`src/verilog/instrFetchPkg.sv`:
```
`default_nettype none

package instrFetchPkg;

    // Memory geometry
    localparam int WORD_W    = 32;          // Instruction word width
    localparam int MEM_DEPTH = 512;         // Words in the instruction memory
    localparam int ADDR_W    = 9;           // Word address, log2 of MEM_DEPTH
    localparam int CNT_W     = 10;          // Load count, one bit wider so 512 fits

    // Count value that means every word is written
    localparam logic [CNT_W-1:0]  CNT_FULL  = CNT_W'(MEM_DEPTH);
    // Last word address touched by the zero-fill sweep
    localparam logic [ADDR_W-1:0] ADDR_LAST = ADDR_W'(MEM_DEPTH - 1);

    // Instruction fields
    localparam int OP_W = 6;                // Opcode sits in bits 31:26
    localparam int FN_W = 6;                // Function code sits in bits 5:0

    // Opcodes that make a word a branch
    localparam logic [OP_W-1:0] OP_BEQ   = 6'd4;
    localparam logic [OP_W-1:0] OP_BNE   = 6'd5;

    // Opcodes that make a word a jump
    localparam logic [OP_W-1:0] OP_J     = 6'd2;
    localparam logic [OP_W-1:0] OP_JAL   = 6'd3;

    // Register format, the function code selects the operation
    localparam logic [OP_W-1:0] OP_RTYPE = 6'd0;

    // R-type function codes that are jumps through a register
    localparam logic [FN_W-1:0] FN_JR    = 6'd8;
    localparam logic [FN_W-1:0] FN_JALR  = 6'd9;

endpackage

`default_nettype wire
```
`src/verilog/fetchUnit.sv`:
```
`default_nettype none

module fetchUnit (
    input  wire                               i_clock,
    input  wire                               i_rstN,
    input  wire                               i_run,         // Level, fetch while high
    input  wire                               i_clear,       // Sends PC back to 0
    input  wire                               i_clearBusy,   // Sweep owns the memory
    output logic                              o_fetchReq,
    output logic [instrFetchPkg::ADDR_W-1:0]  o_fetchAddr,
    input  wire                               i_fetchGnt,
    input  wire [instrFetchPkg::WORD_W-1:0]   i_fetchRdata,
    output logic                              o_instValid,
    output logic [instrFetchPkg::WORD_W-1:0]  o_instruction,
    output logic [instrFetchPkg::WORD_W-1:0]  o_pc,          // Byte address
    output logic                              o_branch,      // BEQ or BNE
    output logic                              o_jump         // J, JAL, JR or JALR
);

    localparam int PAD_W = instrFetchPkg::WORD_W - instrFetchPkg::ADDR_W - 2;

    logic [instrFetchPkg::ADDR_W-1:0] pc;         // Word address of next read
    logic                             rdValid;    // RAM output holds a fetched word
    logic [instrFetchPkg::ADDR_W-1:0] rdAddr;     // Its word address
    logic [instrFetchPkg::OP_W-1:0]   opcode;
    logic [instrFetchPkg::FN_W-1:0]   funct;
    logic                             isBranch;
    logic                             isJump;

    // Ask for the port whenever running and memory is free
    assign o_fetchReq  = i_run & ~i_clearBusy & ~i_clear;
    assign o_fetchAddr = pc;

    // Predecode on the word coming out of the RAM
    assign opcode = i_fetchRdata[instrFetchPkg::WORD_W-1 -: instrFetchPkg::OP_W];
    assign funct  = i_fetchRdata[instrFetchPkg::FN_W-1:0];

    assign isBranch = (opcode == instrFetchPkg::OP_BEQ) || (opcode == instrFetchPkg::OP_BNE);
    assign isJump   = (opcode == instrFetchPkg::OP_J)
                   || (opcode == instrFetchPkg::OP_JAL)
                   || ((opcode == instrFetchPkg::OP_RTYPE)
                       && ((funct == instrFetchPkg::FN_JR)
                           || (funct == instrFetchPkg::FN_JALR)));

    // PC only moves on a grant, so a stall repeats nothing
    always_ff @(posedge i_clock or negedge i_rstN) begin
        if (!i_rstN) begin
            pc <= '0;
        end else if (i_clear) begin
            pc <= '0;
        end else if (i_fetchGnt) begin
            pc <= pc + 1'b1;
        end
    end

    // Valid pipeline, RAM stage then predecode stage
    always_ff @(posedge i_clock or negedge i_rstN) begin
        if (!i_rstN) begin
            rdValid     <= 1'b0;
            o_instValid <= 1'b0;
            o_branch    <= 1'b0;
            o_jump      <= 1'b0;
        end else begin
            rdValid     <= i_fetchGnt;                 // Read issued this cycle
            o_instValid <= rdValid;
            o_branch    <= rdValid & isBranch;         // Flags stay low between words
            o_jump      <= rdValid & isJump;
        end
    end

    // Address travels alongside the read
    always_ff @(posedge i_clock) begin
        if (i_fetchGnt) begin
            rdAddr <= pc;
        end
    end

    // Output payload
    always_ff @(posedge i_clock) begin
        if (rdValid) begin
            o_instruction <= i_fetchRdata;
            o_pc          <= {{PAD_W{1'b0}}, rdAddr, 2'b00};   // Word to byte address
        end
    end

    // The predecode classes are disjoint
    flagsExclusive: assert property (@(posedge i_clock) disable iff (!i_rstN)
        !(o_branch && o_jump))
        else $error("fetchUnit: branch and jump both high");

endmodule

`default_nettype wire

```
`config.mk`:
```
export PLATFORM = sky130hd
export DESIGN_NAME = fetchUnit
export DESIGN_NICKNAME = d
export VERILOG_FILES = /design/src/verilog/instrFetchPkg.sv /design/src/verilog/fetchUnit.sv
export SDC_FILE = /design/constraint.sdc
export NUM_CORES = 1
export LEC_CHECK = 0
export BUFFER_PORTS_ARGS = -buffer_cell sky130_fd_sc_hd__buf_4
export CAP_MARGIN = 20
export CELL_PAD_IN_SITES_DETAIL_PLACEMENT = 1
export CELL_PAD_IN_SITES_GLOBAL_PLACEMENT = 2
export CORE_MARGIN = 2
export CORE_UTILIZATION = 29
export CTS_CLUSTER_SIZE = 25
export DETAILED_ROUTE_END_ITERATION = 8
export MAX_ROUTING_LAYER = met4
export PLACE_DENSITY = 0.76
export SYNTH_ARGS = -nofsm -noshare
export SYNTH_HDL_FRONTEND = slang
export SYNTH_SLANG_ARGS = --single-unit
```
`constraint.sdc`:
```
create_clock -name i_clock -period 2.1 [get_ports i_clock]
set_input_delay 0.105 -clock i_clock [delete_from_list [all_inputs] [get_ports i_clock]]
set_output_delay 0.105 -clock i_clock [all_outputs]
set_load 0.005 [all_outputs]
```
# [Yosys cells after proc, flatten, opt, wreduce, memory -nomap -nowiden]
# Index checks and enable logic that the tools add are counted.
[totals] inputBits=38 word_cells=30 reg_bits=63
[classes] n_reduce_logical=7 bitwise=6 add_sub_neg=1 eq_ne=6 n_mux=2
[op_table] operator="9-bit 2-to-1 mux" count=2
[op_table] operator="6-bit by 2-bit equality test with 1-bit output (second input constant)" count=2
[op_table] operator="6-bit by 3-bit equality test with 1-bit output (second input constant)" count=2
[op_table] operator="6-bit by 4-bit equality test with 1-bit output (second input constant)" count=2
[op_table] operator="9-bit by 1-bit adder with 9-bit output (second input constant)" count=1
[op_table] operator="6-bit logical NOT" count=1
[op_table] operator="1-bit bitwise AND" count=4
[op_table] operator="1-bit logical OR" count=4
[op_table] operator="1-bit NOT" count=2
[op_table] operator="2-bit nonzero test" count=1
[op_table] operator="1-bit logical AND" count=1

# [Logic depth before layout (Yosys ltp)]
[logic_depth] depth_word=5 depth_mapped=4 depth_no_buf=4

# [Worst setup path after synthesis]
# Ideal clock, no wire load.
[synth_timing] kind="flip-flop to flip-flop" startpoint="register rdValid" endpoint="register o_branch" arrival_ns=1.850 path_slack_ns=0.162 required_time_ns=2.012 n_path_buf=0 setup_ns=0.088 path_stages_with_launch=3 synth_period_minus_slack_ns=1.938 path_cell_list="dfrtp_1 > or4b_1 > nor3b_1"
[synth_between] elab_chain_cells=1
[synth_lines] element="start: declaration" line_no="fetchUnit.sv:23" source="logic rdValid;"
[synth_lines] element="start signal: assignment" line_no="fetchUnit.sv:64" source="rdValid <= i_fetchGnt;"
[synth_lines] element="1-bit bitwise AND" line_no="fetchUnit.sv:66" source="o_branch <= rdValid & isBranch;"
[synth_lines] element="end signal: assignment" line_no="fetchUnit.sv:66"
[synth_lines] element="end: declaration" line_no="fetchUnit.sv:16" source="output logic o_branch,"
# Every way passes these cells.
# A chain may end at the register's enable or synchronous reset.

# [Worst setup path in the final report]
[layout_timing] startpoint="register pc (netlist bit o_fetchAddr[0])" endpoint="register pc (netlist bit o_fetchAddr[8])"
[layout_between] elab_chain_cells=3
[layout_lines] element="start: declaration" line_no="fetchUnit.sv:22" source="logic [instrFetchPkg::ADDR_W-1:0] pc;"
[layout_lines] element="start signal: assignment" line_no="fetchUnit.sv:52" source="pc <= pc + 1'b1;"
[layout_lines] element="9-bit by 1-bit adder with 9-bit output" line_no="fetchUnit.sv:52"
[layout_lines] element="9-bit 2-to-1 mux" line_no="fetchUnit.sv:51" source="end else if (i_fetchGnt) begin"
[layout_lines] element="9-bit 2-to-1 mux" line_no="fetchUnit.sv:49" source="end else if (i_clear) begin"
# Every way passes these cells. The select of a mux whose other input is x is not followed.

==> results.ini <==
[synth]
synthArstFlopShare = 0.2063
syn_inst = 128
ys.flop_type = edfxtp_1
synth_sequential_area_ratio = 0.8066
synth_area_um2 = 2265
synth_area_leader_cell = edfxtp_1
synth.most_common_cell = edfxtp_1
synth_area_leaders = edfxtp_1 66%, dfrtp_1 14%, buf_4 8.0%
synth_edf_count = 50
synth.cells.most_frequent = 50 x edfxtp_1, 24 x buf_4, 13 x dfrtp_1
yosysWarnings = 0
synth_cell_types = 25
yosys.area.top_type_share = 0.6630
synth.avg_cell_area_um2 = 17.69
synth_seq_cells = 63

[flow_run]
maxCapViolations = 0

[global_routing]
gr-total-overflow = 0
grt_max_degree = 32
grt_pass1_vias = 1616
antenna_found_initial = 0
grt_pass1_wl_um = 9349
grt_use_total = 0.1541

[routing]
postRouteAntennaNets = 0
drtIter0Drc = 92
dr.pass1.iters = 4
drc = 0
viasPerCell = 4.192
dr_total_vias = 1547
wl_per_cell_um = 16.53
wl_um = 6101

[cts]
cts_num_sinks = 63
htreeDepth = 3
clockRootBuffer = clkbuf_8
cts_buffers = 9
ctsLongestPathBuffers = 2
cts_setup_buffers = 0
cts_tree = yes
clock_latency_ps = 340
cts_resized = 0
path_clk_slew_ps = 60
cts_hold_repair.buffers = 33

[sta]
finalSetupTns_ps = 0
setup_viol = 0
hold_viol = 0
max_freq_ghz = 0.6800
drv_slew = 0
period_needed_ps = 1470
fin_crit_sh = 0.7002
rsz0062_at_grt = no
fin_worst_skew_ps = 16.75

[placed_design]
gp_congestion = 0.6949
detailed_place_hpwl_um = 3503
port-buffer-count = 91
dpl-instance-area_um2 = 2989

[worst_setup_path]
ff2ff_setup_slack_ps = 630
critPathArrivalTime_ps = 1730
cp_slowest_cell = dfrtp_1
r2r_cells = 4
path_cells = ha_1 -> o2111ai_1 -> or3_1 -> a21oi_1
cp_top_family = flip-flops
end_kind = flip-flop
startpoint = o_fetchAddr[0]
worstPathRequired_ps = 2360
cp-start-kind = flip-flop
criticalPathCategory = flip-flop to flip-flop
critPathMaxStageDelay_ps = 430
reg2reg_from = o_fetchAddr[0]
worstPathMaxFanout = 6
r2r_end = o_fetchAddr[8]
crit_buf_inv = 0

[floorplan]
io_pins = 115
die_width_um = 92.37
die_y_um = 92.37
dieArea_um2 = 8532
num_rows = 32
start_util = 0.2961
core_area_um2 = 7647

[cells_and_area]
nets = 301
design_area_um2 = 3497
areaGrowthSynthToFinish_pct = 54.42
final_layout_size_suffix_gt1_frac = 0.3933
num_antenna_cells = 0

[worst_hold_path]
min_path_cells = 1
hp-start = i_fetchGnt
min_to = rdValid
hold_class = primary input to flip-flop

[power]
power_density_nw_per_um2 = 762.2
vdd.ir_drop.worst_mv = 0.2525
power_leakage_nw = 1.494

[outcome]
status = finished clean

## power by group
part / switching, W / total, W / internal, W
sequential: 0.0000247 / 0.00144 / 0.00141
combinational: 0.000104 / 0.000252 / 0.000148
clock: 0.000450 / 0.000975 / 0.000526
total: 0.000579 / 0.00267 / 0.00209
## cells in the final DEF, fill, tap and decap left out, types with 2 or more instances in the layout
cell type | netlist | routed
nor3b_1 | 2 | 2
clkinv_1 | 0 | 5
conb_1 | 1 | 23
edfxtp_1 | 50 | 50
nand2_1 | 3 | 3
or4_1 | 2 | 2
o31ai_1 | 2 | 2
xnor2_1 | 2 | 2
nand4_1 | 2 | 2
buf_4 | 24 | 93
xor2_1 | 2 | 2
a21oi_1 | 5 | 5
or3_1 | 2 | 2
dlygate4sd3_1 | 0 | 33
o21ai_0 | 2 | 2
dfrtp_1 | 13 | 13
clkbuf_8 | 0 | 9
nor2_1 | 6 | 6
## area by class of cell
type | instances | area, um2
flip-flops and latches | 63 | 1827
fillers | 788 | 4150
multi-input cells | 61 | 332.8
repair buffers | 126 | 1028
inverters | 1 | 3.754
clock inverters | 7 | 53.80
clock buffers | 9 | 123.9
well taps | 102 | 127.6
## layer usage
| metal | wire [um] | track usage | vias to the layer above | part of all wire |
|---|---|---|---|---|
| li1 | - | - | 694 | - |
| met1 | 2405 | 0.1684 | 748 | 0.39 |
| met2 | 2929 | 0.2524 | 98 | 0.48 |
| met3 | 661 | 0.06021 | 7 | 0.11 |
| met4 | 105 | 0.06343 | 0 | 0.017 |
| met5 | 0 | - | - | 0 |
## through the flow
step / setup slack, ps / std cells / hold WS [ps] / util / total power (W)
after floorplan: 161.8 / 150 / -190.6 / - / 0.001533
after global placement: 669.0 / 320 / -32.05 / 0.3909 / 0.001648
after detailed placement: 605.0 / 320 / -32.41 / 0.3909 / 0.001654
after CTS: 603.9 / 369 / 15.26 / 0.4573 / 0.002651
after global routing: 527.8 / 369 / 22.27 / 0.4573 / 0.002760
final: 629.5 / 369 / 30.06 / 0.4573 / 0.002666
## flip-flops by register name, summed over array words and instances, names as in the netlist
| signal | count |
|---|---|
| o_instruction | 32 |
| o_fetchAddr | 9 |
| o_branch | 1 |
| o_instValid | 1 |
| rdAddr | 9 |
| rdValid | 1 |
| o_jump | 1 |
| o_pc | 9 |
## worst max-delay path by stage
stage               slack [ps]  depth (start not counted)        endpoint
finish                     630                          4  o_fetchAddr[8]
global route               530                          4  o_fetchAddr[6]
floorplan                  160                          2        o_branch
global placement           670                          4  o_fetchAddr[8]
CTS                        600                          4  o_fetchAddr[8]
detailed placement         610                          4  o_fetchAddr[8]
## cells by family after synthesis
group | after synthesis | synth area share
AO/OA/AOI/OAI | 11 | 0.03149
multiplexers | 1 | 0.004420
XOR/XNOR | 4 | 0.01547
adder cells (fa/ha/maj) | 1 | 0.005524
AND/OR/NAND/NOR | 21 | 0.05192
other | 1 | 0.001656
buffers and inverters | 26 | 0.08287
flip-flops | 63 | 0.8066
(Power assumes the default switching activity.)
