[src/verilog/instrFetchPkg.sv]
`default_nettype none

package instrFetchPkg;

    // Memory geometry
    localparam int WORD_W    = 32;          // Instruction word width
    localparam int MEM_DEPTH = 512;         // Words in the instruction memory
    localparam int ADDR_W    = 9;           // Word address, log2 of MEM_DEPTH
    localparam int CNT_W     = 10;          // Load count, one bit wider so 512 fits

    // Count value that means every word is written
    localparam logic [CNT_W-1:0]  CNT_FULL  = CNT_W'(MEM_DEPTH);
    // Last word address touched by the zero-fill sweep
    localparam logic [ADDR_W-1:0] ADDR_LAST = ADDR_W'(MEM_DEPTH - 1);

    // Instruction fields
    localparam int OP_W = 6;                // Opcode sits in bits 31:26
    localparam int FN_W = 6;                // Function code sits in bits 5:0

    // Opcodes that make a word a branch
    localparam logic [OP_W-1:0] OP_BEQ   = 6'd4;
    localparam logic [OP_W-1:0] OP_BNE   = 6'd5;

    // Opcodes that make a word a jump
    localparam logic [OP_W-1:0] OP_J     = 6'd2;
    localparam logic [OP_W-1:0] OP_JAL   = 6'd3;

    // Register format, the function code selects the operation
    localparam logic [OP_W-1:0] OP_RTYPE = 6'd0;

    // R-type function codes that are jumps through a register
    localparam logic [FN_W-1:0] FN_JR    = 6'd8;
    localparam logic [FN_W-1:0] FN_JALR  = 6'd9;

endpackage

`default_nettype wire
[src/verilog/memArbiter.sv]
`default_nettype none

module memArbiter (
    input  wire                               i_clock,
    input  wire                               i_rstN,
    // Loader side, always a write
    input  wire                               i_loadReq,
    input  wire [instrFetchPkg::ADDR_W-1:0]   i_loadAddr,
    input  wire [instrFetchPkg::WORD_W-1:0]   i_loadData,
    output logic                              o_loadGnt,
    // Fetch side, always a read
    input  wire                               i_fetchReq,
    input  wire [instrFetchPkg::ADDR_W-1:0]   i_fetchAddr,
    output logic                              o_fetchGnt,
    output logic [instrFetchPkg::WORD_W-1:0]  o_fetchRdata,
    // Memory port
    output logic                              o_memEn,
    output logic                              o_memWe,
    output logic [instrFetchPkg::ADDR_W-1:0]  o_memAddr,
    output logic [instrFetchPkg::WORD_W-1:0]  o_memWdata,
    input  wire [instrFetchPkg::WORD_W-1:0]   i_memRdata
);

    // Fixed priority, loader first
    assign o_loadGnt  = i_loadReq;
    assign o_fetchGnt = i_fetchReq & ~i_loadReq;    // Fetch only on an idle loader

    // Steer the winner onto the port
    assign o_memEn    = o_loadGnt | o_fetchGnt;
    assign o_memWe    = o_loadGnt;                  // Loader owns every write
    assign o_memAddr  = o_loadGnt ? i_loadAddr : i_fetchAddr;
    assign o_memWdata = o_loadGnt ? i_loadData : '0;

    // Only the fetch unit ever reads
    assign o_fetchRdata = i_memRdata;

    // Never two owners of the port
    gntOneHot: assert property (@(posedge i_clock) disable iff (!i_rstN)
        $onehot0({o_loadGnt, o_fetchGnt}))
        else $error("memArbiter: both grants high");

    // A grant always answers a live request
    gntHasReq: assert property (@(posedge i_clock) disable iff (!i_rstN)
        (o_loadGnt |-> i_loadReq) and (o_fetchGnt |-> i_fetchReq))
        else $error("memArbiter: grant without request");

endmodule

`default_nettype wire

[config.mk]
export PLATFORM = sky130hd
export DESIGN_NAME = memArbiter
export DESIGN_NICKNAME = d
export VERILOG_FILES = /design/src/verilog/instrFetchPkg.sv /design/src/verilog/memArbiter.sv
export SDC_FILE = /design/constraint.sdc
export NUM_CORES = 1
export LEC_CHECK = 0
export BUFFER_PORTS_ARGS = -buffer_cell sky130_fd_sc_hd__buf_4
export CAP_MARGIN = 20
export CELL_PAD_IN_SITES_DETAIL_PLACEMENT = 1
export CELL_PAD_IN_SITES_GLOBAL_PLACEMENT = 1
export CORE_UTILIZATION = 11
export DETAILED_ROUTE_END_ITERATION = 8
export GPL_ROUTABILITY_DRIVEN = 1
export MAX_ROUTING_LAYER = met4
export PLACE_DENSITY = 0.8
export SLEW_MARGIN = 20
export SYNTH_ARGS = -nofsm -noshare
export SYNTH_HDL_FRONTEND = slang
export SYNTH_SLANG_ARGS = --single-unit
[constraint.sdc]
create_clock -name vclk -period 1.2
set_input_delay 0.24 -clock vclk [all_inputs]
set_output_delay 0.24 -clock vclk [all_outputs]
set_load 0.01 [all_outputs]
# ---- After elaboration in Yosys (flattened, before gate mapping)
# Index checks and enable logic that the tools add are counted.
dict set report totals {
  register_bits 0
  in_bits 86
  out_inout_bits 77
  word_cells 5
}
dict set report classes {
  n_mux 2
  bitwise_logic 3
}
# op count
set op_table {}
lappend op_table {{$mux 32} 1}
lappend op_table {{$mux 9} 1}
lappend op_table {{$and 1x1->1} 1}
lappend op_table {{$not 1->1} 1}
lappend op_table {{$or 1x1->1} 1}

# ---- Depth between registers and ports, before layout
# Gate-level depths: netlist of the first run.
dict set report logic_depth {
  word_depth 3
  ltp_mapped 3
}

# ---- Least setup slack after synthesis of the first run
# Ideal clock, no wire load.
dict set report synth_path {
  path_kind {input to output}
  startpoint {input port i_loadReq}
  endpoint {output port o_memAddr[2] (netlist name)}
  arrival_time_ps 786
  slack_ps 174
  stages 3
  cell_sequence {buf_6 > buf_12 > mux2_4}
}
dict set report synth_via {
  elab_chain_cells 1
}
# element line
set synth_lines {}
lappend synth_lines {{from (decl)} memArbiter.sv:7} ;# input wire i_loadReq,
lappend synth_lines {{$mux 9} memArbiter.sv:31} ;# assign o_memAddr = o_loadGnt ? i_loadAddr : i_fetchAddr;
lappend synth_lines {{to (decl)} memArbiter.sv:19} ;# output logic [instrFetchPkg::ADDR_W-1:0] o_memAddr,
# No other way between the ends.

# ---- Final worst setup path of the first run
dict set report layout_path {
  startpoint {input port i_loadReq}
  endpoint {output port o_memAddr[1] (netlist name)}
}
# Same word-level chain as after synthesis.

==> results of run 1 <==
[worst max-delay path by stage]
stage,start,end,slack (ps),cells after the start
after floorplan,i_loadReq,o_memAddr[2],170,3
after global placement,i_loadReq,o_memWdata[1],-30,4
after detailed placement,i_loadReq,o_memWdata[17],-70,4
after CTS,i_loadReq,o_memAddr[1],30,3
after global routing,i_loadReq,o_memAddr[1],8,3
final,i_loadReq,o_memAddr[1],40,3
[synth_stat cells (all sizes together)]
cell | count | area share, %
mux2 | 9 | 19
or2 | 1 | 0.98
and2 | 32 | 31
and2b | 1 | 1.2
buf | 39 | 47
[cells by family after synthesis]
group                  synth area share [%]
buffers and inverters                  47.2
multiplexers                           19.4
AND/OR/NAND/NOR                        33.5
[area by class of cell]
type               instances  area (um^2)
repair buffers           100          758
fillers                  678         4350
multi-input cells         43          338
well taps                 72         90.1
[worst max-delay path, stage by stage]
cell and delay (ps):
sky130_fd_sc_hd__buf_6 170, sky130_fd_sc_hd__mux2_2 350, sky130_fd_sc_hd__buf_4 140
[metrics by stage]
step           hold WS, ps  TNS [ps]  total power, mW  setup slack (ps)  util [%]
3_5_place_dp           480     -1320            0.416             -73.5      21.3
4_1_cts                480         0            0.419              28.5      21.4
3_3_place_gp           480      -679            0.406             -34.5      21.3
2_1_floorplan          572         0            0.270               174         -
6_report               480         0            0.411              44.3      21.4
5_1_grt                480         0            0.439              7.69      21.4
[timing repair]
item                                    CTS  global route
setup buffers                             0             0
gates resized for setup                   2             0
endpoints found under the setup margin   27             0
[power by group through the flow]
stage               combinational, mW  sequential, mW  clock (mW)
floorplan                       0.270               0           0
CTS                             0.419               0           0
global placement                0.406               0           0
global route                    0.439               0           0
detailed placement              0.416               0           0
finish                          0.411               0           0
[routing by layer]
metal / up-vias / share of wire (%)
met5: - / 0
met2: 70 / 59
met4: 0 / 0.93
met3: 6 / 14
met1: 324 / 26
li1: 341 / -
==> flow_summary.ini, run 1 <==
[worst_hold_path]
min_from = i_memRdata[11]
min_to = o_fetchRdata[11]
timing.hold.worst.class = in -> out
hold-path-cell-count = 0

[floorplanning]
placementRows = 27
core_region_area_mm2 = 0.00554
dieArea_mm2 = 0.00612
die_height_um = 78.2
chip_width_um = 78.2
initial_utilization_pct = 11.5
ios = 163

[layout]
layout-drive-gt1-share_pct = 76.2
layout.cells.most_common_list = 98 x sky130_fd_sc_hd__buf_4, 32 x sky130_fd_sc_hd__and2_1, 6 x sky130_fd_sc_hd__mux2_4, 3 x sky130_fd_sc_hd__mux2_2, 2 x sky130_fd_sc_hd__buf_6
final-instance-count-excl-fill = 215
antennaDiodeCount = 0
final_nets = 231
area_growth_syn_to_layout_pct = 85.5
leading_cell_type_in_the_layout_fill_and_taps_excluded = sky130_fd_sc_hd__buf_4
register_area_um2 = 0
numSequentialCells = 0
layout.clock_buffers = 0
design_area_mm2 = 0.00119

[place]
final_weighted_congestion_of_routability_driven_global_placement = 0.613
dp.final_hpwl_mm = 1.83
port-buffer-count = 97
placed_cells = 215
post_dp_cell_area_mm2 = 0.00118

[power_and_ir_drop]
power.share.sequential_pct = 0
share_clk_of_total_power_pct = 0
power.ir.vdd_worst_uv = 75.9
leak_nw = 0.647
internal_power_uw = 274
net-switching-power_uw = 137
pwr_density_cell_mw_per_mm2 = 347
comb_power_share_pct = 100.0
power_switching_share_pct = 33.3

[global_routing]
grt_util_met1_pct = 3.38
grt_pass1_vias = 689
number_of_antenna_violations_at_the_first_check_in_global_routing = 0
grt_overflow_total = 0
grt_util_met3_pct = 1.40
met2_usage_pct = 13.6
busiest_layer = met2
grt_start_max_net_pins = 21
grt.total_usage_pct = 5.56
global_route_wire_length_before_repair_mm = 2.76

[synthesis]
syn_area_um2 = 639
postSynthAreaPerCell_um2 = 7.80
seq_area_frac_synth_pct = 0
syn-num-nets = 168
post_synthesis_cell_count = 82
yosys_warnings = 0
synthDistinctLibCells = 9

[setup_path]
worst_setup_path_end_kind = output port
crit_fanout = 19
cp-start-kind = input port
worstPathRequired_ps = 960
critical_path_arrival_ps = 920
crit_type = in -> out

[timing]
setup_viol = 0
max-slew-margin-rel_pct = 88.3
clock.fmax_mhz = 865
layout_worst_path_cycle_share_pct = 96.3
number_of_hold_violations_in_the_final_report = 0
rsz0062_at_grt = no
finalMaxSlewViolations = 0
timing_worst_slew_pin_value_ps = 175
fin_crit_ps = 1160

[route]
dr_total_vias = 741
vias_per_cell = 3.45
drt-pass1-iter-count = 2
first_iter_violations = 3
wire_length_per_cell_um = 9.47
drc_errors = 0
drt_wl_total_mm = 2.04
antenna_violating_nets_post_route = 0

[run]
cap_viol_max_count = 0

[clock_tree]
cts_hold_buf = 0

[outcome]
run_status = completed
No activity file was read; power rests on OpenSTA's default activity.
==> run 2, diff against run 1 <==
ABC_AREA = 1   (was not set)
GPL_TIMING_DRIVEN = 0   (was not set)
PLACE_DENSITY = 0.83   (was 0.8)
TNS_END_PERCENT = 100   (was not set)
==> run 2 against run 1 <==
First-iteration DRC count increased by 33%. Non-clock buffer count increased by 67. Final area increased by 45%. Maximum frequency increased by 12%. Final cell count increased by 57%. Synthesized area increased by 4.5%. Synthesized cell count increased by 63%. Sequential share of layout area unchanged. Global-route usage increased by 3.2 points. Via count increased by 59%. Wire length increased by 62%. Largest cell class unchanged. Highest routed layer is now met3.
==> flow_summary.ini, run 2 <==
[route]
antenna_violating_nets_post_route = 0
dr_total_vias = 1176
drt-pass1-iter-count = 4
first_iter_violations = 4
drt_wl_total_mm = 3.29
vias_per_cell = 3.49
drc_errors = 0
wire_length_per_cell_um = 9.76

[outcome]
run_status = completed

[timing]
finalMaxSlewViolations = 0
timing_worst_slew_pin_value_ps = 183
setup_viol = 0
fin_crit_ps = 1030
layout_worst_path_cycle_share_pct = 85.8
clock.fmax_mhz = 971
number_of_hold_violations_in_the_final_report = 0
rsz0062_at_grt = no
setup_total_negative_slack_ps = 0
max-slew-margin-rel_pct = 87.8

[layout]
design_area_mm2 = 0.00172
leading_cell_type_in_the_layout_fill_and_taps_excluded = sky130_fd_sc_hd__buf_4
register_area_um2 = 0
layout.cells.most_common_list = 162 x sky130_fd_sc_hd__buf_4, 60 x sky130_fd_sc_hd__nand2_1, 33 x sky130_fd_sc_hd__inv_1, 5 x sky130_fd_sc_hd__buf_6
postLayoutCoreUtil_pct = 29.3
layout.clock_buffers = 0
area_growth_syn_to_layout_pct = 158
final_nets = 350
antennaDiodeCount = 0
layout-drive-gt1-share_pct = 64.1
fill_cells = 783
numSequentialCells = 0

[setup_path]
cpPeakStageDelay_ps = 160
crit_family = buffers and inverters
critical_path_arrival_ps = 790
cpMostUsedCell = sky130_fd_sc_hd__nand2_1
cp_cell_sequence = buf_6, inv_2, nand2_1, nand2_1, buf_4
crit_fanout = 10
worstPathRequired_ps = 960
cp-start-kind = input port
crit_type = in -> out
worst_setup_path_end_kind = output port
crit_slowest_cell = sky130_fd_sc_hd__inv_2
critPathBufInv = 3

[synthesis]
synth.top_cell.area_share_pct = 38.2
post-synth-top-count-cell = sky130_fd_sc_hd__nand2_1
synthDistinctLibCells = 6
netlist_top_cells_area = sky130_fd_sc_hd__buf_4 38%, sky130_fd_sc_hd__nand2_1 34%, sky130_fd_sc_hd__inv_1 19%
synth_top_cell_by_area = sky130_fd_sc_hd__buf_4
syn_area_um2 = 668
yosys_warnings = 0
netlist_top_cells_count = 60 x sky130_fd_sc_hd__nand2_1, 34 x sky130_fd_sc_hd__buf_4, 33 x sky130_fd_sc_hd__inv_1
syn-num-nets = 220
post_synthesis_cell_count = 134
postSynthAreaPerCell_um2 = 4.99
seq_area_frac_synth_pct = 0

[worst_hold_path]
timing.hold.worst.class = in -> out

[floorplanning]
die_height_um = 79.9
core_region_area_mm2 = 0.00589
dieArea_mm2 = 0.00639
initial_utilization_pct = 11.4
placementRows = 28
ios = 163
chip_width_um = 79.9

[global_routing]
number_of_antenna_violations_at_the_first_check_in_global_routing = 0
global_route_wire_length_before_repair_mm = 4.41
grt_pass1_vias = 969
grt_util_met3_pct = 0.686
met2_usage_pct = 19.1
busiest_layer = met2
grt_overflow_total = 0
grt_util_met1_pct = 8.66
grt.total_usage_pct = 8.74
grt_start_max_net_pins = 11

[place]
post_dp_cell_area_mm2 = 0.00172
port-buffer-count = 128
final_weighted_congestion_of_routability_driven_global_placement = 0.700
dp.final_hpwl_mm = 3.02

[clock_tree]
cts_hold_buf = 0
postCtsSetupRepairBufs = 0
cts-resized-gates = 0

[power_and_ir_drop]
power_uw = 624
power.ir.vdd_worst_uv = 152
leak_nw = 1.23
pwr_density_cell_mw_per_mm2 = 362

[run]
cap_viol_max_count = 0
-- run 2: power by group --
part	internal, mW	switching, mW	leakage [nW]
Sequential	0	0	0
Clock	0	0	0
Combinational	0.386	0.238	1.23
-- run 2: kinds of logic (layout without fill, tap and decap cells) --
logic type	count (synthesis)	after routing	synth area share [%]
and+or+nand+nor	61	61	34.3
buffers and inverters	73	201	65.7
-- run 2: stage by stage --
step	hold WS (ps)	setup slack [ps]	instances
2_1_floorplan	572	301	134
3_3_place_gp	656	143	337
3_5_place_dp	657	155	337
4_1_cts	658	151	337
5_1_grt	660	110	337
6_report	656	170	337
-- run 2: cell type report --
type / count / area [um^2] / area share (%)
plain buffers: 39 / 312 / 18.1
inverters: 34 / 128 / 7.41
multi-input cells: 61 / 229 / 13.3
well taps: 75 / 93.8 / 5.45
repair buffers: 128 / 961 / 55.8
-- run 2: final timing paths --
kind / start / slack, ps / end / depth (start not counted)
max: i_loadReq / 170 / o_memAddr[8] / 5
min: i_memRdata[5] / 660 / o_fetchRdata[5] / 2
-- run 2: metal layers --
metal	vias up	share of wire [%]
met5	-	0
met4	0	0
met3	0	9.7
met2	70	59
met1	521	32
li1	585	-
