===== config.mk =====
export PLATFORM = sky130hd
export DESIGN_NAME = programLoader
export DESIGN_NICKNAME = d
export VERILOG_FILES = /design/src/verilog/instrFetchPkg.sv /design/src/verilog/programLoader.sv
export SDC_FILE = /design/constraint.sdc
export NUM_CORES = 1
export LEC_CHECK = 0
export ABC_AREA = 1
export BUFFER_PORTS_ARGS = -buffer_cell sky130_fd_sc_hd__buf_4
export CAP_MARGIN = 30
export CORE_MARGIN = 2
export CORE_UTILIZATION = 36
export CTS_CLUSTER_SIZE = 14
export DETAILED_ROUTE_END_ITERATION = 8
export HOLD_SLACK_MARGIN = 0.15
export PLACE_DENSITY_LB_ADDON = 0.05
export SLEW_MARGIN = 20
export SYNTH_ARGS = -nofsm -noshare
export SYNTH_HDL_FRONTEND = slang
export SYNTH_SLANG_ARGS = --single-unit
export TNS_END_PERCENT = 1

===== constraint.sdc =====
create_clock -name i_clock -period 3.2 [get_ports i_clock]
set_clock_uncertainty 0.05 [all_clocks]
set_input_delay 0.16 -clock i_clock [delete_from_list [all_inputs] [get_ports i_clock]]
set_output_delay 0.16 -clock i_clock [all_outputs]
set_load 0.02 [all_outputs]

===== src/verilog/instrFetchPkg.sv =====
`default_nettype none

package instrFetchPkg;

    // Memory geometry
    localparam int WORD_W    = 32;          // Instruction word width
    localparam int MEM_DEPTH = 512;         // Words in the instruction memory
    localparam int ADDR_W    = 9;           // Word address, log2 of MEM_DEPTH
    localparam int CNT_W     = 10;          // Load count, one bit wider so 512 fits

    // Count value that means every word is written
    localparam logic [CNT_W-1:0]  CNT_FULL  = CNT_W'(MEM_DEPTH);
    // Last word address touched by the zero-fill sweep
    localparam logic [ADDR_W-1:0] ADDR_LAST = ADDR_W'(MEM_DEPTH - 1);

    // Instruction fields
    localparam int OP_W = 6;                // Opcode sits in bits 31:26
    localparam int FN_W = 6;                // Function code sits in bits 5:0

    // Opcodes that make a word a branch
    localparam logic [OP_W-1:0] OP_BEQ   = 6'd4;
    localparam logic [OP_W-1:0] OP_BNE   = 6'd5;

    // Opcodes that make a word a jump
    localparam logic [OP_W-1:0] OP_J     = 6'd2;
    localparam logic [OP_W-1:0] OP_JAL   = 6'd3;

    // Register format, the function code selects the operation
    localparam logic [OP_W-1:0] OP_RTYPE = 6'd0;

    // R-type function codes that are jumps through a register
    localparam logic [FN_W-1:0] FN_JR    = 6'd8;
    localparam logic [FN_W-1:0] FN_JALR  = 6'd9;

endpackage

`default_nettype wire

===== src/verilog/programLoader.sv =====
`default_nettype none

module programLoader (
    input  wire                               i_clock,
    input  wire                               i_rstN,
    input  wire                               i_clear,      // One-cycle pulse, starts sweep
    input  wire                               i_loadWrite,  // Strobe, one word
    input  wire [instrFetchPkg::WORD_W-1:0]   i_loadWord,
    output logic                              o_loadReq,
    output logic [instrFetchPkg::ADDR_W-1:0]  o_loadAddr,
    output logic [instrFetchPkg::WORD_W-1:0]  o_loadData,
    input  wire                               i_loadGnt,
    output logic                              o_fullMem,
    output logic                              o_emptyMem,
    output logic                              o_clearBusy,
    output logic                              o_loadDrop    // Rejected word, one pulse
);

    logic [instrFetchPkg::CNT_W-1:0]  count;      // Words written so far, also write pointer
    logic [instrFetchPkg::ADDR_W-1:0] sweepAddr;  // Zero-fill position
    logic                             sweepOn;
    logic                             bufValid;   // Word waiting for a grant
    logic [instrFetchPkg::WORD_W-1:0] bufWord;
    logic                             accept;     // Strobe taken this cycle
    logic                             sweepLast;

    assign o_fullMem   = (count == instrFetchPkg::CNT_FULL);
    assign o_emptyMem  = (count == '0);
    assign o_clearBusy = sweepOn;

    // Strobe is rejected when full, sweeping, clearing or buffer busy
    assign accept = i_loadWrite & ~o_fullMem & ~sweepOn & ~i_clear & ~bufValid;

    assign sweepLast = sweepOn & (sweepAddr == instrFetchPkg::ADDR_LAST);

    // Request is raised in the same cycle as the strobe
    assign o_loadReq  = sweepOn | bufValid | accept;
    assign o_loadAddr = sweepOn ? sweepAddr : count[instrFetchPkg::ADDR_W-1:0];
    assign o_loadData = sweepOn ? '0 : (bufValid ? bufWord : i_loadWord);

    always_ff @(posedge i_clock or negedge i_rstN) begin
        if (!i_rstN) begin
            count      <= '0;
            sweepAddr  <= '0;
            sweepOn    <= 1'b0;
            bufValid   <= 1'b0;
            o_loadDrop <= 1'b0;
        end else begin
            o_loadDrop <= i_loadWrite & ~accept;       // Flag any lost word
            if (i_clear) begin
                sweepOn   <= 1'b1;                     // Restart sweep from word 0
                sweepAddr <= '0;
                bufValid  <= 1'b0;
            end else if (sweepOn) begin
                if (i_loadGnt) begin
                    sweepAddr <= sweepAddr + 1'b1;
                    if (sweepLast) begin
                        sweepOn <= 1'b0;
                        count   <= '0;                 // Pointer back to start
                    end
                end
            end else if (o_loadReq && i_loadGnt) begin
                count    <= count + 1'b1;              // Word landed, advance
                bufValid <= 1'b0;
            end else if (accept) begin
                bufValid <= 1'b1;                      // Hold until granted
            end
        end
    end

    // Buffer payload
    always_ff @(posedge i_clock) begin
        if (accept && !i_loadGnt) begin
            bufWord <= i_loadWord;
        end
    end

    countInRange: assert property (@(posedge i_clock) disable iff (!i_rstN)
        count <= instrFetchPkg::CNT_FULL)
        else $error("programLoader: count past memory depth");

endmodule

`default_nettype wire


# Word-level counts from Yosys, hierarchy flattened
# Cells that the tools add are included.
# classes
n_addsub	2
eq_ne	5
muxes	18
n_bitwise	13
reduce_logical	11
# ops
cell	count
32-bit two-way mux	2
10-bit two-way mux	4
9-bit two-way mux	4
10-bit by 1-bit adder with 10-bit output (second input constant)	1
10-bit == test (second input constant)	1
10-bit zero test	1
9-bit by 1-bit adder with 9-bit output (second input constant)	1
9-bit == test (second input constant)	1
1-bit two-way mux	8
1-bit bitwise AND	6
2-bit nonzero test	3
1-bit inverter	5
2-bit inequality test (second input constant)	2
2-bit AND reduction	2
4-bit AND reduction	1
3-bit nonzero test	1
1-bit logical AND	2
2-bit by 1-bit inequality test with 1-bit output (second input constant)	1
1-bit OR	2
1-bit zero test	1
# word_totals
reg_bits	54
inputBits	37
output_inout_bits	46

# Longest topological paths before layout
# Gate-level depths: netlist (run 1).
# depth
ltp_word	11
depth_mapped	13
depth_no_buf	13

# Worst setup path before layout (run 1)
# Ideal clock, no wire load.
# synth_timing
kind	register -> register
from	reg count[0] (netlist bit)
to	reg bufWord[0] (netlist bit), enable pin
setup_ns	0.421
arrival_time_ns	2.349
path_slack_ns	0.380
path_stages_with_launch	8
period_less_slack_ns	2.820
path_cell_list	dfrtp_1 inv_1 ha_1 inv_1 nor2_4 nand3_4 nand3_1 nor2_1
# synth_via
elab_chain_cells	7
# synth_lines
item	line	rtl
from (decl)	programLoader.sv:19	logic [instrFetchPkg::CNT_W-1:0] count;
from (signal assigned)	programLoader.sv:63	count <= count + 1'b1;
10-bit == test	programLoader.sv:27	assign o_fullMem = (count == instrFetchPkg::CNT_FULL);
1-bit inverter	programLoader.sv:32	assign accept = i_loadWrite & ~o_fullMem & ~sweepOn & ~i_clear & ~bufValid;
1-bit bitwise AND (4 in series)	programLoader.sv:32	
1-bit logical AND	programLoader.sv:73	if (accept && !i_loadGnt) begin
to (signal assigned)	programLoader.sv:74	bufWord <= i_loadWord;
to (decl)	programLoader.sv:23	logic [instrFetchPkg::WORD_W-1:0] bufWord;
# Every way passes these cells.
# A chain may end at the register's enable or synchronous reset.

# Worst setup path in the final report (run 1)
# layout_timing
from	reg sweepAddr[1] (netlist bit)
to	reg count[8] (netlist bit)
# layout_via
elab_chain_cells	4
# layout_lines
item	line	rtl
from (decl)	programLoader.sv:20	logic [instrFetchPkg::ADDR_W-1:0] sweepAddr;
from (signal assigned)	programLoader.sv:56	sweepAddr <= sweepAddr + 1'b1;
9-bit == test	programLoader.sv:34	assign sweepLast = sweepOn & (sweepAddr == instrFetchPkg::ADDR_LAST);
1-bit bitwise AND	programLoader.sv:34	
2-bit by 1-bit inequality test with 1-bit output (no source line)	--	
4-bit AND reduction (no source line)	--	
# Every way passes these cells.

==> results.yml, run 1 <==
setup_path:
  worst_r2r_endpoint: "count[8]"
  r2r-start: "sweepAddr[1]"
  cp.required_ps: 3400
  r2r.worst_path.cells: 12
  path_buf_inv: 1
  end_kind: "flip-flop"
  start_kind: "flip-flop"
  path_cells: "ha_1 > inv_1 > nor3_1 > nand4_1 > nor2_1 > ha_1 > nand3_2 > nand2_2 > nand2_2 > a21oi_1 > nand2_1 > nand2_1"
  worstSetupPathType: "reg -> reg"
  cp_top_family: "simple AND/OR/NAND/NOR gates"
  path_max_fanout: 3
  crit_slowest_cell: "dfrtp_1"
  rrSetupSlack_ps: 1230
  crit_arrival_ps: 2180
  critical_path.max_stage_delay_ps: 380
cts:
  clk_pin_slew_ps: 100
  cts_sinks: 54
  cts_buffers: 5
  cts_tree: "built"
  cts_root_buf: "clkbuf_8"
  ctsResizeCount: 0
  cts_setup_buffers: 0
  clock_path_buffers: 2
  htreeDepth: 2
  worstSkewPairLatency_ps: 310
  ctsHoldBuffers: 36
sta:
  fmax_mhz: 506.4
  fin_crit_ps: 1975
  setup-violations-final: 0
  finalHoldViolations: 0
  fin_crit_sh_pct: 61.72
  slew_headroom_pct: 72.09
  tns_ps: 0
  final_max_slew_viol_count: 0
  rsz0062_at_grt: "false"
  max_slew.worst_pin.slew_ps: 418.7
global_routing:
  antenna_found_initial: 0
  grt_pass1_vias: 2656
  overflow: 0
  grt_max_degree: 36
  grt_first_pass_wirelength_um: 12770
  grt_usage_pct: 17.85
routing:
  drt-total-wl_um: 7630
  antenna_left: 0
  via_count: 2708
  drtIter0Drc: 139
  wl_per_cell_um: 13.16
  dr.pass1.iters: 4
  drc_errors: 0
  vias_per_cell: 4.669
final_layout:
  finalNonFillerCells: 580
  num_antenna_cells: 0
  area.growth.synth_to_final_pct: 38.60
  layout-drive-gt1-share_pct: 28.21
  fin_nets: 515
die:
  fp.dieW_um: 95.31
  die-area_sq_um: 9084
  die_h_um: 95.31
  core_area_sq_um: 8134
  rows: 33
  initial_core_util_pct: 36.90
  ios: 83
power_and_ir_drop:
  ir_worst_vdd_mv: 0.2017
  power_frac_clock_pct: 31.1
  switching_share_pct: 22.28
  p_int_uw: 961.5
  p_leak_nw: 1.897
  pwr-share-seq_pct: 60.0
  switchingPower_uw: 275.6
  power.density_nw_per_um2: 297.4
  combinationalPowerShare_pct: 8.8
logic_synthesis:
  synthCells: 358
  avgSynthCellArea_sq_um: 8.384
  syn_area_sq_um: 3002
  syn_nets: 399
  synth-seq-cells: 54
  yosysSeqAreaShare_pct: 50.35
  ys_types: 29
  yosysWarnings: 0
place:
  portBuffers: 82
  place_inst: 536
  gp_congestion: 0.8001
  dpl.hpwl_um: 5147
status:
  run_status: "complete, no violations"
job:
  drv_cap: 0
min_path:
  hp-class: "in -> async"
==> routing by layer <==
layer,GRT usage (%),wire (um),vias to the layer above
li1,-,-,1397
met1,23.77,3546,1244
met2,30.99,3696,61
met3,2.530,326,6
met4,3.623,61,0
met5,0,0,-
==> cells by family after synthesis <==
group / after synthesis / share of synthesized area, %
AOI/OAI and AO/OA: 52 / 8.670
xor gates and xnor gates: 2 / 0.5837
adders and majority gates: 4 / 1.667
buffers and inverters: 48 / 6.961
DFF: 54 / 50.35
and+or+nand+nor: 198 / 31.76
==> worst max-delay path by stage <==
| stage | start | to | slack (ps) | cells after the start |
|---|---|---|---|---|
| floorplan | count[0] | bufWord[0] | 380 | 7 |
| global placement | sweepAddr[1] | count[9] | 1250 | 12 |
| detailed placement | sweepAddr[1] | count[8] | 1220 | 12 |
| CTS | sweepAddr[1] | count[8] | 1200 | 12 |
| global route | sweepAddr[1] | count[8] | 1020 | 12 |
| finish | sweepAddr[1] | count[8] | 1230 | 12 |
==> cells in the final DEF, fill, tap and decap left out, types with 6 or more instances in the layout <==
cell type,count
nand2_1,56
nand4_1,6
edfxtp_1,32
inv_2,6
nand2_2,16
dlygate4sd3_1,36
nor2_1,81
buf_4,86
o21ai_0,47
dfrtp_1,22
inv_1,25
nand3_1,17
==> registers in the layout (all words and copies together), names as in the netlist <==
name,flops
bufValid,1
bufWord,32
count,10
o_clearBusy,1
o_loadDrop,1
sweepAddr,9
==> cell usage after synthesis <==
cell type / number / share of area [%]
nor3b_1: 1 / 0.25
nor3_2: 2 / 0.67
nand3b_1: 1 / 0.25
clkinv_1: 1 / 0.12
nand4_1: 6 / 1.3
nor2_1: 82 / 10
nand3_1: 17 / 2.8
edfxtp_1: 32 / 32
nor2_2: 2 / 0.42
a21oi_1: 5 / 0.83
xor2_1: 2 / 0.58
nand2_4: 1 / 0.38
ha_1: 4 / 1.7
buf_2: 3 / 0.50
nand3_2: 2 / 0.67
inv_1: 25 / 3.1
clkbuf_1: 8 / 1.0
inv_6: 1 / 0.29
o21ai_0: 47 / 7.8
inv_2: 6 / 0.75
nand2_1: 56 / 7.0
dfrtp_1: 22 / 18
inv_4: 2 / 0.42
buf_6: 2 / 0.75
nand3_4: 1 / 0.58
nand2_2: 16 / 3.3
nor3_1: 4 / 0.67
nor2_4: 5 / 1.9
nand2_8: 2 / 1.3
==> power groups by stage <==
| stage | registers, mW | clock network [mW] | logic (mW) |
|---|---|---|---|
| after CTS | 0.743 | 0.404 | 0.111 |
| final | 0.743 | 0.385 | 0.109 |
| after detailed placement | 0.758 | 0 | 0.0755 |
| after global placement | 0.758 | 0 | 0.0744 |
| after global routing | 0.743 | 0.421 | 0.120 |
| after floorplan | 0.759 | 0 | 0.0192 |
==> per-stage QoR <==
step           setup slack, ps  hold slack (ps)  power, mW  cell area [sq um]  utilization [%]
3_3_place_gp              1247            31.49     0.8320               3714            45.65
3_5_place_dp              1217            35.92     0.8332               3714            45.65
6_report                  1225            225.1      1.237               4160            51.15
2_1_floorplan            380.1           -185.6     0.7778               3002                -
5_1_grt                   1023            256.9      1.284               4160            51.15
4_1_cts                   1200            234.1      1.257               4160            51.15
==> cell type report <==
class | instances | area, sq um
Clock buffer | 6 | 72.57
Multi-Input combinational cell | 256 | 1284
Timing Repair Buffer | 122 | 1006
Clock inverter | 2 | 13.76
Inverter | 35 | 141.4
Sequential cell | 54 | 1511
Fill cell | 779 | 3974
Tap cell | 105 | 131.4
(Power assumes the default switching activity.)
==> inputs of run 2 (changes only) <==
==> constraint.sdc (replaced) <==
create_clock -name i_clock -period 1.9 [get_ports i_clock]
set_clock_uncertainty 0.05 [all_clocks]
set_input_delay 0.095 -clock i_clock [delete_from_list [all_inputs] [get_ports i_clock]]
set_output_delay 0.095 -clock i_clock [all_outputs]
set_load 0.02 [all_outputs]
==> run 2 against run 1 <==
Clock power is 110% higher. Utilization is 2.1 points higher. Combinational power increased by 75%. Clock-buffer cell count down 1. Global-route usage down 0.43 points. Via count rose by 2.2%. First-iteration DRC count is 25% lower. Die area is the same. Largest power group unchanged.
==> results.yml, run 2 (synthesized netlist as in run 1, its figures left out) <==
setup_path:
  path_max_fanout: 10
  cp.required_ps: 2050
  cp_common_cell: "nand2_2"
  path_buf_inv: 2
  crit_slowest_cell: "dfrtp_1"
  start_kind: "flip-flop"
  rrSetupSlack_ps: 40
  path_cells: "ha_2 > inv_1 > nor3_2 > nand4_1 > nor2_1 > ha_1 > nand3_2 > nand2_2 > nand2_2 > clkinv_4 > nand2_8 > nand2_2 > nand2_1"
  critical_path.max_stage_delay_ps: 370
  end_kind: "flip-flop"
  crit_arrival_ps: 2020
  cp_top_family: "simple AND/OR/NAND/NOR gates"
  worstSetupPathType: "reg -> reg"
cts:
  worstSkewPairLatency_ps: 310
  cts_setup_buffers: 0
  cts_sinks: 54
  clock_path_buffers: 2
  cts_root_buf: "clkbuf_8"
  htreeDepth: 2
  cts_buffers: 5
  cts_tree: "built"
  clk_pin_slew_ps: 100
sta:
  slew_headroom_pct: 78.88
  final_max_slew_viol_count: 0
  fmax_mhz: 537.1
  fin_crit_ps: 1862
  fin_crit_sh_pct: 98.00
  setup-violations-final: 0
  rsz0062_at_grt: "true"
  max_slew.worst_pin.slew_ps: 316.9
  finalHoldViolations: 0
  layout_setup_ws_ps: 38.02
final_layout:
  largestRegisters: "bufWord x32, count x10, sweepAddr x9"
  final_common_cell: "buf_4"
  layout-drive-gt1-share_pct: 31.35
  most-common-layout-cells: "buf_4, nor2_1, nand2_1, o21ai_0, dlygate4sd3_1"
  fin_nets: 528
  num_antenna_cells: 0
  top_register: "bufWord"
  area.growth.synth_to_final_pct: 44.31
  finalNonFillerCells: 593
  largest_register_ffs: 32
  finish.utilization_pct: 53.25
routing:
  drtIter0Drc: 104
  dr.pass1.iters: 4
  vias_per_cell: 4.668
  via_count: 2768
  drt-total-wl_um: 7749
  antenna_left: 0
  drc_errors: 0
  wl_per_cell_um: 13.07
place:
  dp_slack_ps: -45.61
  portBuffers: 82
  gp_congestion: 0.8072
  place_inst: 549
  dpl.hpwl_um: 5413
power_and_ir_drop:
  p_total_mw: 2.248
  power.density_nw_per_um2: 519.0
  p_leak_nw: 1.983
  switching_share_pct: 21.62
  pwr-share-seq_pct: 55.6
  power_frac_clock_pct: 35.9
  ir_worst_vdd_mv: 0.2386
  combinationalPowerShare_pct: 8.5
  p_int_mw: 1.762
  switchingPower_uw: 486.1
status:
  run_status: "complete, no violations"
die:
  ios: 83
  die_h_um: 95.31
  die-area_sq_um: 9084
  rows: 33
  initial_core_util_pct: 36.90
  core_area_sq_um: 8134
  fp.dieW_um: 95.31
global_routing:
  overflow: 0
  grt_first_pass_wirelength_um: 12470
  busiest_layer: "met2"
  grt_max_degree: 35
  met2_usage_pct: 28.81
  antenna_found_initial: 0
  grt_pass1_vias: 2604
  grt.met3_usage_pct: 2.688
  grt_usage_pct: 17.42
  use_met1_pct: 24.20
job:
  drv_cap: 0
min_path:
  hp-class: "in -> async"
-- run 2: changes by cell type in the layout (fill, tap and decap cells not counted), sizes merged --
cell / before / now
clkbuf: 6 / 5
buf: 86 / 99
bufinv: 0 / 1
-- run 2: power groups by stage --
stage          Combinational (mW)  Clock, mW  Sequential (mW)
4_1_cts                     0.192      0.826             1.25
5_1_grt                     0.208      0.875             1.25
3_3_place_gp                0.130          0             1.28
6_report                    0.191      0.806             1.25
2_1_floorplan              0.0328          0             1.28
3_5_place_dp                0.131          0             1.28
-- run 2: worst register-to-register path: stages (launching register included) --
cell,delay (ps)
dfrtp_1,370
ha_2,180
inv_1,60
nor3_2,130
nand4_1,120
nor2_1,110
ha_1,160
nand3_2,80
nand2_2,80
nand2_2,70
clkinv_4,100
nand2_8,110
nand2_2,70
nand2_1,60
-- run 2: per-layer routing --
layer  routed length, um  vias up
li1                    -     1423
met1                3667     1274
met2                3608       69
met3                 443        2
met4                  30        0
met5                   0        -
-- run 2: through the flow --
stage / area, sq um / TNS [ps] / hold WS [ps]
floorplan: 3022 / -974.4 / -250.6
global placement: 3841 / 0 / -39.37
detailed placement: 3841 / -256.2 / -33.64
CTS: 4323 / 0 / 162.7
global route: 4332 / -1222 / 180.3
finish: 4332 / 0 / 160.9
-- run 2: path summary, 6_finish.rpt --
check                          startpoint      endpoint  cells past startpoint
min reg2reg                  sweepAddr[8]  sweepAddr[8]                      2
min in group i_clock       i_loadWord[14]   bufWord[14]                      2
max in group asynchronous          i_rstN      count[0]                      2
min                                i_rstN      count[4]                      2
max reg2reg                  sweepAddr[0]      count[7]                     13
max                          sweepAddr[0]      count[7]                     13
-- run 2: area by class of cell --
class                           instances  area [sq um]
Multi-Input combinational cell        256          1306
Clock buffer                            5         68.82
Sequential cell                        54          1514
Clock inverter                          3         47.55
Inverter                               35         143.9
Tap cell                              105         131.4
Timing Repair Buffer                  135          1120
Fill cell                             746          3802
-- run 2: what timing repair did --
item | 4_1_cts | 5_1_grt
hold buffers | 36 | 0
hold endpoints to repair | 66 | 0
endpoints found under the setup margin | 10 | 18
gates resized for setup | 1 | 4
==> inputs of run 3 (changes only) <==
--- a/config.mk
+++ b/config.mk
@@ -6,12 +6,12 @@
 export NUM_CORES = 1
 export LEC_CHECK = 0
 export ABC_AREA = 1
-export BUFFER_PORTS_ARGS = -buffer_cell sky130_fd_sc_hd__buf_4
 export CAP_MARGIN = 30
 export CORE_MARGIN = 2
 export CORE_UTILIZATION = 36
 export CTS_CLUSTER_SIZE = 14
 export DETAILED_ROUTE_END_ITERATION = 8
+export DONT_BUFFER_PORTS = 1
 export HOLD_SLACK_MARGIN = 0.15
 export PLACE_DENSITY_LB_ADDON = 0.05
 export SLEW_MARGIN = 20
==> run 3 against run 2 <==
Via count decreased by 9.3%. Cell area fell by 10%. Global-route usage fell by 1.4 points. Sequential cell count stayed put. Critical path type unchanged. Power fell by 2.7%. Worst setup slack lost 20 ps. The run now ends with negative hold slack left. Non-clock buffer count fell by 68. Clock power about the same. Largest cell class unchanged. First-iteration DRC count grew 1.9%.
==> results.yml, run 3 (synthesized netlist as in run 1, its figures left out) <==
routing:
  drc_errors: 0
  drtIter0Drc: 106
  vias_per_cell: 4.783
  wl_per_cell_um: 14.12
  dr.pass1.iters: 4
  via_count: 2511
  drt-total-wl_um: 7411
  antenna_left: 0
job:
  drv_cap: 0
cts:
  cts_tree: "built"
  clk_pin_slew_ps: 100
  worstSkewPairLatency_ps: 310
  htreeDepth: 2
  cts_sinks: 54
  clock_path_buffers: 2
  cts_buffers: 5
  cts_root_buf: "clkbuf_8"
setup_path:
  path_cells: "ha_2 > inv_1 > nor3_2 > nand4_1 > nor2_1 > ha_1 > nand3_2 > nand2_2 > nand2_2 > clkinv_4 > nand2_8 > nand2_2 > nand2_1"
  cp.required_ps: 2060
  crit_arrival_ps: 2040
  path_max_fanout: 10
  cp_common_cell: "nand2_2"
  end_kind: "flip-flop"
  crit_slowest_cell: "dfrtp_1"
  path_buf_inv: 2
  critical_path.max_stage_delay_ps: 380
  worstSetupPathType: "reg -> reg"
  cp_top_family: "simple AND/OR/NAND/NOR gates"
  start_kind: "flip-flop"
die:
  core_area_sq_um: 8134
  ios: 83
  fp.dieW_um: 95.31
  die-area_sq_um: 9084
  die_h_um: 95.31
  initial_core_util_pct: 36.90
  rows: 33
global_routing:
  overflow: 0
  grt_first_pass_wirelength_um: 11280
  grt_usage_pct: 15.99
  antenna_found_initial: 0
  grt_max_degree: 35
  grt_pass1_vias: 2300
status:
  run_status: "finished with violations"
  violations: "negative hold slack"
final_layout:
  top_register: "bufWord"
  final_common_cell: "nor2_1"
  most-common-layout-cells: "nor2_1, nand2_1, o21ai_0, dlygate4sd3_1, edfxtp_1"
  fin_nets: 460
  layout-drive-gt1-share_pct: 23.81
  area.growth.synth_to_final_pct: 29.43
  largestRegisters: "bufWord x32, count x10, sweepAddr x9"
  largest_register_ffs: 32
  num_antenna_cells: 0
  finish.utilization_pct: 47.76
sta:
  tns_ps: 0
  hold_ws_ps: -83.98
  layout_setup_ws_ps: 18.07
  fin_crit_sh_pct: 99.05
  fin_crit_ps: 1882
  rsz0062_at_grt: "true"
  max_slew.worst_pin.slew_ps: 473.4
  final_max_slew_viol_count: 0
  setup-violations-final: 0
  finalHoldViolations: 1
  slew_headroom_pct: 68.54
  fmax_mhz: 531.4
power_and_ir_drop:
  power.density_nw_per_um2: 563.2
  p_leak_nw: 1.633
  p_total_mw: 2.188
  ir_worst_vdd_mv: 0.3013
place:
  gp_congestion: 0.8010
  dpl.hpwl_um: 5016
  portBuffers: 0
  dp_slack_ps: -40.22
min_path:
  hp-class: "in -> reg"
## run 3: cell count changes in the layout (fill, tap and decap cells not counted)
cell | previous run | this run
nor2_2 | 2 | 18
nor3_2 | 3 | 2
buf_6 | 1 | 0
a21oi_2 | 0 | 1
buf_4 | 97 | 27
buf_12 | 1 | 2
nor2_1 | 81 | 65
dlygate4sd3_1 | 36 | 38
a21oi_1 | 5 | 4
nor3_4 | 0 | 1
## run 3: final timing paths
path	depth (start not counted)	start	slack, ps	endpoint
setup / recovery	13	sweepAddr[1]	20	count[9]
hold / removal	3	i_loadGnt	-80	o_clearBusy
setup reg to reg	13	sweepAddr[1]	20	count[9]
hold reg to reg	2	sweepAddr[8]	490	sweepAddr[8]
max in group asynchronous	3	i_rstN	960	o_clearBusy
min in group asynchronous	3	i_rstN	690	count[3]
## run 3: layer usage
layer	up-vias	track usage [%]	routed length [um]
met2	66	26.12	3487
met4	0	3.986	63
met1	1156	21.87	3430
met5	-	0	0
li1	1283	-	-
met3	6	3.083	429
## run 3: stage by stage
| stage | cell area (sq um) | std cells |
|---|---|---|
| after global routing | 3885 | 525 |
| final | 3885 | 525 |
| after CTS | 3797 | 521 |
| after detailed placement | 3286 | 475 |
| after floorplan | 3022 | 358 |
| after global placement | 3286 | 475 |
## run 3: power breakdown
group / switching, mW / internal [mW]
Combinational: 0.0563 / 0.0711
Sequential: 0.00448 / 1.25
Clock: 0.408 / 0.400
## run 3: tightest hold or removal path, stage by stage
cell	delay (ps)
nand3_2	50
nand2_2	50
inv_1	50
## run 3: timing repair
action | in CTS | in global routing
gates resized for setup | 1 | 21
hold buffers | 38 | 1
buffers inserted | 0 | 3
hold endpoints to repair | 108 | 43
setup endpoints to repair | 10 | 28
## run 3: final cells by class
class                           count  area, sq um
Tap cell                          105        131.4
Clock buffer                        5        68.82
Multi-Input combinational cell    256         1356
Inverter                           35        143.9
Sequential cell                    54         1514
Clock inverter                      3        47.55
Timing Repair Buffer               67        623.1
Fill cell                         802         4249
